### config.mk
export PLATFORM = sky130hd
export DESIGN_NAME = etx_io
export DESIGN_NICKNAME = d
export VERILOG_FILES = /design/src/source/etx_pkg.sv /design/src/source/emesh_pkg.sv /design/src/source/etx_io.sv /design/src/source/etx_word_mux.sv /design/src/source/etx_sequencer.sv /design/src/source/emesh_unpack.sv
export SDC_FILE = /design/constraint.sdc
export NUM_CORES = 1
export LEC_CHECK = 0
export ABC_AREA = 1
export BUFFER_PORTS_ARGS = -buffer_cell sky130_fd_sc_hd__buf_2
export CORE_AREA = 4 4 76 78
export CTS_BUF_LIST = sky130_fd_sc_hd__clkbuf_4 sky130_fd_sc_hd__clkbuf_8
export DETAILED_ROUTE_END_ITERATION = 8
export DIE_AREA = 0 0 80 82
export GPL_TIMING_DRIVEN = 0
export PLACE_DENSITY = 0.92
export SYNTH_ARGS = -nofsm -noshare
export SYNTH_HDL_FRONTEND = slang
export SYNTH_SLANG_ARGS = --single-unit
### constraint.sdc
create_clock -name tx_lclk -period 1.9 [get_ports tx_lclk]
set_input_delay 0.19 -clock tx_lclk [delete_from_list [all_inputs] [get_ports tx_lclk]]
set_output_delay 0.19 -clock tx_lclk [all_outputs]
set_load 0.05 [all_outputs]
### src/source/etx_pkg.sv
package etx_pkg;

   // ##################################################
   // Link side of the transmitter
   // ##################################################

   // One link word per tx_lclk, high byte is first DDR edge
   typedef logic [15:0] word_t;

   // One-hot slot pointer, bits 0..6 word slots, bit 7 gap slot
   typedef logic [7:0]  pointer_t;

   // Word slots only, zero when fabric idle
   typedef logic [6:0]  word_sel_t;

   // Phase of the word currently on the link
   typedef enum logic [1:0] {
      seq_idle,
      seq_header,
      seq_payload,
      seq_gap
   } seq_state_t;

   // Burst continuation re-enters at the data words
   localparam int burst_restart_slot = 3;

   // Pushback synchronizer depth
   localparam int sync_stages = 2;

endpackage

### src/source/emesh_pkg.sv
package emesh_pkg;

   // ##################################################
   // Packet format, fixed at 104 bits
   // ##################################################
   localparam int packet_width   = 104;

   // Field widths
   localparam int addr_width     = 32;
   localparam int data_width     = 32;
   localparam int ctrlmode_width = 4;
   localparam int datamode_width = 2;

   // Lowest bit of each field
   localparam int access_lsb     = 0;
   localparam int write_lsb      = 1;
   localparam int datamode_lsb   = 2;
   localparam int ctrlmode_lsb   = 4;
   localparam int dstaddr_lsb    = 8;
   localparam int data_lsb       = 40;
   localparam int srcaddr_lsb    = 72;

   // Field types
   typedef logic [packet_width-1:0]   packet_t;
   typedef logic [addr_width-1:0]     addr_t;
   typedef logic [data_width-1:0]     data_t;
   typedef logic [ctrlmode_width-1:0] ctrlmode_t;
   typedef logic [datamode_width-1:0] datamode_t;

endpackage
### src/source/etx_io.sv
`timescale 1ns/100ps

module etx_io (
   input  logic               tx_lclk,
   input  logic               reset,
   input  emesh_pkg::packet_t tx_packet,
   input  logic               tx_access,
   input  logic               tx_burst,
   input  logic               txi_wr_wait,
   input  logic               txi_rd_wait,
   output etx_pkg::word_t     txo_data,
   output logic               txo_frame,
   output logic               tx_io_wait,
   output logic               tx_wr_wait,
   output logic               tx_rd_wait
);

   // Packet fields
   logic                 access;
   logic                 write;
   emesh_pkg::datamode_t datamode;
   emesh_pkg::ctrlmode_t ctrlmode;
   emesh_pkg::addr_t     dstaddr;
   emesh_pkg::data_t     data;
   emesh_pkg::addr_t     srcaddr;

   // Slot select from sequencer
   etx_pkg::word_sel_t   word_sel;

   // ##################################################
   // Packet split, sequencer, word register
   // ##################################################
   emesh_unpack i_emesh_unpack (
      .packet      (tx_packet),
      .access      (access),
      .write       (write),
      .datamode    (datamode),
      .ctrlmode    (ctrlmode),
      .dstaddr     (dstaddr),
      .data        (data),
      .srcaddr     (srcaddr)
   );

   etx_sequencer i_etx_sequencer (
      .tx_lclk     (tx_lclk),
      .reset       (reset),
      .tx_access   (tx_access),
      .tx_burst    (tx_burst),
      .txi_wr_wait (txi_wr_wait),
      .txi_rd_wait (txi_rd_wait),
      .word_sel    (word_sel),
      .txo_frame   (txo_frame),
      .tx_io_wait  (tx_io_wait),
      .tx_wr_wait  (tx_wr_wait),
      .tx_rd_wait  (tx_rd_wait)
   );

   etx_word_mux i_etx_word_mux (
      .tx_lclk     (tx_lclk),
      .reset       (reset),
      .word_sel    (word_sel),
      .write       (write),
      .access      (access),
      .datamode    (datamode),
      .ctrlmode    (ctrlmode),
      .dstaddr     (dstaddr),
      .data        (data),
      .srcaddr     (srcaddr),
      .txo_data    (txo_data)
   );

endmodule

### src/source/etx_word_mux.sv
`timescale 1ns/100ps

module etx_word_mux (
   input  logic                 tx_lclk,
   input  logic                 reset,
   input  etx_pkg::word_sel_t   word_sel,
   input  logic                 write,
   input  logic                 access,
   input  emesh_pkg::datamode_t datamode,
   input  emesh_pkg::ctrlmode_t ctrlmode,
   input  emesh_pkg::addr_t     dstaddr,
   input  emesh_pkg::data_t     data,
   input  emesh_pkg::addr_t     srcaddr,
   output etx_pkg::word_t       txo_data
);

   // ##################################################
   // Link word per slot
   // ##################################################
   always_ff @(posedge tx_lclk or posedge reset)
   begin
      if (reset)
         txo_data <= '0;
      else
      begin
         case (word_sel)
            // Header, read flag on top
            7'b0000001:
               txo_data <= {~write, 7'b0, ctrlmode, dstaddr[31:28]};
            7'b0000010:
               txo_data <= dstaddr[27:12];
            7'b0000100:
               txo_data <= {dstaddr[11:0], datamode, write, access};
            // Data
            7'b0001000:
               txo_data <= data[31:16];
            7'b0010000:
               txo_data <= data[15:0];
            // Source address, return path for reads
            7'b0100000:
               txo_data <= srcaddr[31:16];
            7'b1000000:
               txo_data <= srcaddr[15:0];
            // Gap slot or idle fabric
            default:
               txo_data <= '0;
         endcase
      end
   end

   // Sequencer never selects two slots at once
   a_sel_onehot0: assert property (@(posedge tx_lclk) disable iff (reset)
      $onehot0(word_sel));

endmodule

### src/source/etx_sequencer.sv
`timescale 1ns/100ps

module etx_sequencer (
   input  logic               tx_lclk,
   input  logic               reset,
   input  logic               tx_access,
   input  logic               tx_burst,
   input  logic               txi_wr_wait,
   input  logic               txi_rd_wait,
   output etx_pkg::word_sel_t word_sel,
   output logic               txo_frame,
   output logic               tx_io_wait,
   output logic               tx_wr_wait,
   output logic               tx_rd_wait
);

   etx_pkg::pointer_t   pointer;
   etx_pkg::seq_state_t state;
   etx_pkg::seq_state_t state_next;
   logic [1:0]          wait_sync [etx_pkg::sync_stages];

   // ##################################################
   // Slot pointer
   // ##################################################
   always_ff @(posedge tx_lclk or posedge reset)
   begin
      if (reset)
         pointer <= etx_pkg::pointer_t'(1);
      else if (!tx_access)
         pointer <= etx_pkg::pointer_t'(1);
      // Burst skips header, goes back to data slot
      else if (pointer[6] && tx_burst)
         pointer <= etx_pkg::pointer_t'(1) << etx_pkg::burst_restart_slot;
      else
         pointer <= {pointer[6:0], pointer[7]};
   end

   // Slot bits only while fabric is driving
   assign word_sel   = pointer[6:0] & {$bits(etx_pkg::word_sel_t){tx_access}};

   // Packet consumed at last word slot
   assign tx_io_wait = tx_access & ~pointer[6];

   // ##################################################
   // Frame FSM, one cycle behind the pointer
   // ##################################################
   always_comb
   begin
      state_next = state;
      case (state)
         etx_pkg::seq_idle:
            if (tx_access && pointer[0])
               state_next = etx_pkg::seq_header;
         etx_pkg::seq_header:
            // Header words 0..2, abort closes the frame
            if (!tx_access)
               state_next = etx_pkg::seq_gap;
            else if (pointer[3])
               state_next = etx_pkg::seq_payload;
         etx_pkg::seq_payload:
            // Only reached via slot 7 when burst was low at slot 6
            if (pointer[7] || !tx_access)
               state_next = etx_pkg::seq_gap;
         etx_pkg::seq_gap:
            // Back-to-back packet keeps the frame up
            if (tx_access && pointer[0])
               state_next = etx_pkg::seq_header;
            else
               state_next = etx_pkg::seq_idle;
         default:
            state_next = etx_pkg::seq_idle;
      endcase
   end

   always_ff @(posedge tx_lclk or posedge reset)
   begin
      if (reset)
      begin
         state     <= etx_pkg::seq_idle;
         txo_frame <= 1'b0;
      end
      else
      begin
         state     <= state_next;
         // Frame covers every non-idle word, including the gap word
         txo_frame <= (state_next != etx_pkg::seq_idle);
      end
   end

   // ##################################################
   // Pushback synchronizers
   // ##################################################
   always_ff @(posedge tx_lclk or posedge reset)
   begin
      if (reset)
      begin
         for (int i = 0; i < etx_pkg::sync_stages; i++)
            wait_sync[i] <= '0;
      end
      else
      begin
         wait_sync[0] <= {txi_rd_wait, txi_wr_wait};
         for (int i = 1; i < etx_pkg::sync_stages; i++)
            wait_sync[i] <= wait_sync[i-1];
      end
   end

   assign tx_wr_wait = wait_sync[etx_pkg::sync_stages-1][0];
   assign tx_rd_wait = wait_sync[etx_pkg::sync_stages-1][1];

   // Pointer stays one-hot across burst jumps
   a_pointer_onehot: assert property (@(posedge tx_lclk) disable iff (reset)
      $onehot(pointer));

   // Frame only opens for a packet the fabric offered
   a_frame_rise: assert property (@(posedge tx_lclk) disable iff (reset)
      $rose(txo_frame) |-> $past(tx_access));

endmodule

### src/source/emesh_unpack.sv
`timescale 1ns/100ps

module emesh_unpack (
   input  emesh_pkg::packet_t   packet,
   output logic                 access,
   output logic                 write,
   output emesh_pkg::datamode_t datamode,
   output emesh_pkg::ctrlmode_t ctrlmode,
   output emesh_pkg::addr_t     dstaddr,
   output emesh_pkg::data_t     data,
   output emesh_pkg::addr_t     srcaddr
);

   // Control bits
   assign access   = packet[emesh_pkg::access_lsb];
   assign write    = packet[emesh_pkg::write_lsb];
   assign datamode = packet[emesh_pkg::datamode_lsb +: emesh_pkg::datamode_width];
   assign ctrlmode = packet[emesh_pkg::ctrlmode_lsb +: emesh_pkg::ctrlmode_width];

   // Address and data words
   assign dstaddr  = packet[emesh_pkg::dstaddr_lsb +: emesh_pkg::addr_width];
   assign data     = packet[emesh_pkg::data_lsb +: emesh_pkg::data_width];
   assign srcaddr  = packet[emesh_pkg::srcaddr_lsb +: emesh_pkg::addr_width];

   // Fields must tile the packet with no hole and no overlap
   initial
   begin
      assert ((emesh_pkg::write_lsb == emesh_pkg::access_lsb + 1) &&
              (emesh_pkg::datamode_lsb == emesh_pkg::write_lsb + 1) &&
              (emesh_pkg::ctrlmode_lsb == emesh_pkg::datamode_lsb + emesh_pkg::datamode_width) &&
              (emesh_pkg::dstaddr_lsb == emesh_pkg::ctrlmode_lsb + emesh_pkg::ctrlmode_width) &&
              (emesh_pkg::data_lsb == emesh_pkg::dstaddr_lsb + emesh_pkg::addr_width) &&
              (emesh_pkg::srcaddr_lsb == emesh_pkg::data_lsb + emesh_pkg::data_width) &&
              (emesh_pkg::packet_width == emesh_pkg::srcaddr_lsb + emesh_pkg::addr_width))
      else
         $error("emesh packet fields do not tile packet_width");
   end

endmodule

==> results of run 1 <==
critical path: stages, from the launching register on:
cell	delay, ps
dfstp_2	540
nand2_1	170
nand2_4	160
nor2_4	50
buf_6	140
buf_6	160
nand3_2	60
nand2_1	40
nor2_1	170
nand2_1	90
sequential cells by signal (all words and copies together), names as in the netlist:
register                    cells
i_etx_sequencer.txo_frame       1
i_etx_word_mux.txo_data        16
i_etx_sequencer.wait_sync       2
i_etx_sequencer.tx_rd_wait      1
i_etx_sequencer.state           2
i_etx_sequencer.tx_wr_wait      1
i_etx_sequencer.pointer         8
synthesized netlist by cell type, drive strengths merged:
| cell | number |
|---|---|
| nor2 | 51 |
| nand2 | 86 |
| buf | 16 |
| nand3 | 99 |
| o31ai | 1 |
| dfstp | 1 |
| inv | 33 |
| dfrtp | 30 |
| o21ai | 3 |
| o2111ai | 1 |
timing repair:
action	4_1_cts	5_1_grt
setup buffers	0	0
hold endpoints to repair	0	9
hold buffers	0	2
cell usage in the layout (no fill, tap or decap), drive strengths merged:
cell | synthesis | final
buf | 16 | 146
dfrtp | 30 | 30
bufinv | 0 | 1
dfstp | 1 | 1
inv | 33 | 33
o31ai | 1 | 1
o2111ai | 1 | 1
nand3 | 99 | 99
dlygate4sd3 | 0 | 2
clkbuf | 0 | 6
nor2 | 51 | 51
nand2 | 86 | 86
o21ai | 3 | 3
clkinv | 0 | 1
metal layers:
layer | wire length (um) | GRT usage [%]
met4 | 108 | 6.08
met2 | 3860 | 41.6
met1 | 3070 | 29.7
met3 | 645 | 5.15
met5 | 0 | 0
logic make-up after synthesis:
kind of cell | Yosys count | share of synthesized area [%]
and+or+nand+nor | 236 | 51.9
buffers and inverters | 49 | 11.7
DFF | 31 | 35.0
AOI/OAI and AO/OA | 5 | 1.41
final cells by class:
class                   instances  area, um2
fillers                       502       1960
plain buffers                  16        135
flip-flops and latches         31        777
multi-input cells             241       1180
clock inverters                 2       35.0
repair buffers                132        693
well taps                      70       87.6
clock buffers                   6       82.6
inverters                      33        124
worst paths after layout:
path                                                   start                            to  slack, ps
worst min register to register  i_etx_sequencer.wait_sync[3]    i_etx_sequencer.tx_rd_wait        350
worst max register to register    i_etx_sequencer.pointer[0]    i_etx_word_mux.txo_data[0]        190
max in group asynchronous                              reset    i_etx_sequencer.pointer[0]        940
worst max-delay path              i_etx_sequencer.pointer[0]    i_etx_word_mux.txo_data[0]        190
min in group asynchronous                              reset    i_etx_sequencer.pointer[3]        430
worst min-delay path                             txi_wr_wait  i_etx_sequencer.wait_sync[2]         20
metrics by stage:
| step | setup slack (ps) | utilization (%) | std cells |
|---|---|---|---|
| 3_5_place_dp | 232 | 58.2 | 520 |
| 3_3_place_gp | 228 | 58.2 | 520 |
| 5_1_grt | 42.6 | 61.4 | 531 |
| 2_1_floorplan | 501 | - | 321 |
| 6_report | 191 | 61.4 | 531 |
| 4_1_cts | 203 | 60.5 | 528 |
where the power goes:
| part | switching, uW | leakage [uW] | internal, uW |
|---|---|---|---|
| Clock | 251 | 0.0000612 | 424 |
| Sequential | 21.0 | 0.000404 | 721 |
| Combinational | 352 | 0.00143 | 192 |
==> reports/summary.txt, run 1 <==
Clock Path Buffers - 2
CTS Root Cell - clkbuf_8
clk_skew - 7.69 ps
cts bufs inserted - 5
CTS tree - yes
n_diodes - 0
placed cell area - 2950 um2
first-pass GRT wire length - 12,000 um
Data arrival, critical path - 1870 ps
Critical Path RT - 2060 ps
Final Power - 1960 uW
YS warnings - 0
DRT iter0 DRCs - 285
Syn Std Cell Area - 2220 um2
Hold Fails Final Rpt - 0
Die Span X - 80 um
Hold WC Path Type - in -> reg
PortBufs - 129
IO Count - 130
WHS - 20.7 ps
post-synth top area share - 33.8%
WS Path Type - reg -> reg
routed wire length per instance - 14.5 um
hpwl dp - 5950 um
Period minus WS final - 1710 ps
# DRC - 0
Crit Path Max Fanout - 10
Via-to-Cell Ratio - 5.03
initial core utilization - 43.7%
Cell variety after synth - 18
max-slew violation total from the final report - 0
clock sink total - 31
vias - 2,670
CTS clk-pin slew, worst paths - 60 ps
kind of start point of the critical path - flop
Gates resized, CTS repair - 0
gp weighted congestion - 0.917
Layout Nets - 570
register bit total from synthesis - 31
crit end category - flop
# rows - 26
Worst Tran Pin Value - 476 ps
register area share after synthesis - 35.0%
Die Ht - 82 um
Synth Net Count - 431
worst skew pair latency - 290 ps
All-Layer GR Usage - 23.7%
grt ovf - 0
die area - 6560 um2
Routed Antenna Nets - 0
FF-to-FF path depth - 9
final WL - 7690 um
Max-slew headroom - 68.2%
Area Overhead vs Synth - 40.5%
initial antenna violation count - 0
Worst VDD drop - 0.000348 V
status - complete, no violations
H-tree depth - 2
fmax - 585 MHz
cell taking the most area after synthesis - dfrtp_1
max-capacitance violation count - 0
pwr dens - 629 nW/um2
largest net degree at the start of global routing - 32
Leak - 0.00190 uW
RSZ-0062 raised after global routing - false
worst hold stages - 1
Design Area, Final - 3120 um2
Area contributors post-synth - dfrtp_1 (34%), nand3_1 (20%), nand2_1 (14%)
drt pass-1 iters - 5
number of global-route vias before repair - 2,539
core footprint - 5070 um2
Post-Synthesis Cells - 321
Final Cycle Share - 89.9%
syn avg cell area - 6.91 um2
layout cells sized above 1 - 39.3%
setup_tns - 0 ps
final setup violation count - 0
(Power assumes the default switching activity.)
==> inputs of run 2 (changes only) <==
- CORE_AREA: 4 4 76 78 -> 4 4 77 79
- CTS_BUF_LIST: sky130_fd_sc_hd__clkbuf_4 sky130_fd_sc_hd__clkbuf_8 -> not set
- DIE_AREA: 0 0 80 82 -> 0 0 81 83
- PLACE_DENSITY: 0.92 -> 0.9
==> reports/summary.txt, run 2 (same netlist as run 1, synthesis figures left out) <==
first-pass GRT wire length - 12,000 um
multi-input logic area - 1180 um2
initial core utilization - 41.6%
cts bufs inserted - 5
n_diodes - 0
fmax - 581 MHz
WS Path Type - reg -> reg
Biggest register - i_etx_word_mux.txo_data
H-tree depth - 2
WHS - 11.9 ps
Area Overhead vs Synth - 38.4%
Leak - 0.00188 uW
die area - 6720 um2
Critical Path RT - 2120 ps
initial antenna violation count - 0
Die Span X - 81 um
Filler Cells Inserted - 531
PortBufs - 129
pwr dens - 638 nW/um2
Top Registers - i_etx_word_mux.txo_data: 16 flops, i_etx_sequencer.pointer: 8 flops
Worst Slack Setup Final - 179 ps
clk_skew - 5.51 ps
worst skew pair latency - 280 ps
CP max stage delay - 490 ps
core footprint - 5340 um2
CTS Root Cell - clkbuf_8
Max-slew headroom - 20.6%
Data arrival, critical path - 1940 ps
Core Util, Final - 57.6%
Routed Antenna Nets - 0
Worst Tran Pin Value - 1190 ps
status - complete, no violations
Period minus WS final - 1720 ps
final setup violation count - 0
post-CTS setup buffers - 0
Via-to-Cell Ratio - 5.10
RSZ-0062 raised after global routing - false
clock sink total - 31
CTS tree - yes
Final Cycle Share - 90.6%
All-Layer GR Usage - 22.6%
max-capacitance violation count - 0
CTS clk-pin slew, worst paths - 70 ps
Hold WC Path Type - in -> reg
most frequent cells in the layout - buf_2 (132), nand3_1 (89), nand2_1 (80), nor2_1 (42), inv_1 (32)
setup_tns - 0 ps
grt ovf - 0
Die Ht - 83 um
max-slew violation total from the final report - 0
Crit Path Max Fanout - 9
drt pass-1 iters - 4
gp weighted congestion - 0.826
Gates resized, CTS repair - 0
largest net degree at the start of global routing - 32
DRT iter0 DRCs - 213
Layout Nets - 567
final WL - 7630 um
most frequent CP cell - nand2_1
# rows - 27
IO Count - 130
number of global-route vias before repair - 2,646
# DRC - 0
layout cells sized above 1 - 39.3%
Post-CTS Hold Fix Bufs - 0
hpwl dp - 5890 um
register area - 777 um2
Critical Path Slowest Stage Cell - nor2_2
vias - 2,705
crit end category - flop
Worst VDD drop - 0.000407 V
worst path cell trace - nand2_1 -> nand2_1 -> nor2_2 -> nand2_4 -> nor2_1 -> nor2_1 -> nand2_1
kind of start point of the critical path - flop
Hold Fails Final Rpt - 0
commonest non-fill, non-tap cell in the layout - buf_2
max reg flops - 16
routed wire length per instance - 14.4 um
worst slack, placed - 236 ps
Clock Path Buffers - 2
-- run 2: changes by cell type in the layout (fill, tap and decap cells not counted), sizes merged --
| cell | previous run | this run |
|---|---|---|
| dlygate4sd3 | 2 | 0 |
| buf | 146 | 145 |
-- run 2: critical path: cells and delay by family (launching register included) --
kind             cells  cell delay (ps)
and+or+nand+nor      7             1230
DFF                  1              410
-- run 2: where the power goes --
| part | internal [uW] | total (uW) | switching (uW) | leakage (uW) |
|---|---|---|---|---|
| combinational | 184 | 536 | 353 | 0.00141 |
| clock | 424 | 683 | 258 | 0.0000612 |
| sequential | 721 | 743 | 22.1 | 0.000404 |
| total | 1330 | 1960 | 633 | 0.00188 |
-- run 2: stage by stage --
stage | instance area (um2) | std cells | power [uW]
floorplan | 2220 | 321 | 1080
global placement | 2960 | 522 | 1270
detailed placement | 2960 | 522 | 1290
CTS | 3070 | 530 | 1970
global route | 3070 | 530 | 2050
finish | 3070 | 530 | 1960
-- run 2: layout make-up --
class	instances	share of cell area (%)
repair buffers	129	21.0
inverters	33	4.03
flip-flops and latches	31	25.3
clock buffers	6	2.69
clock inverters	2	1.14
plain buffers	16	4.40
well taps	72	2.93
multi-input cells	241	38.5
-- run 2: path summary, 6_finish.rpt --
kind / cells after the start / slack, ps / endpoint / startpoint
worst max-delay path: 7 / 180 / i_etx_word_mux.txo_data[0] / i_etx_sequencer.pointer[3]
worst min-delay path: 1 / 10 / i_etx_sequencer.wait_sync[2] / txi_wr_wait
worst max register to register: 7 / 180 / i_etx_word_mux.txo_data[0] / i_etx_sequencer.pointer[3]
worst min register to register: 0 / 360 / i_etx_sequencer.tx_rd_wait / i_etx_sequencer.wait_sync[3]
max in group asynchronous: 2 / 970 / i_etx_word_mux.txo_data[7] / reset
min in group asynchronous: 2 / 210 / i_etx_word_mux.txo_data[5] / reset
-- run 2: per-layer routing --
| metal | vias to the layer above | part of all wire (%) | track usage (%) |
|---|---|---|---|
| met5 | - | 0 | 0 |
| li1 | 1299 | - | - |
| met4 | 0 | 1.8 | 7.53 |
| met2 | 138 | 50 | 38.8 |
| met1 | 1253 | 40 | 28.0 |
| met3 | 15 | 7.7 | 4.23 |
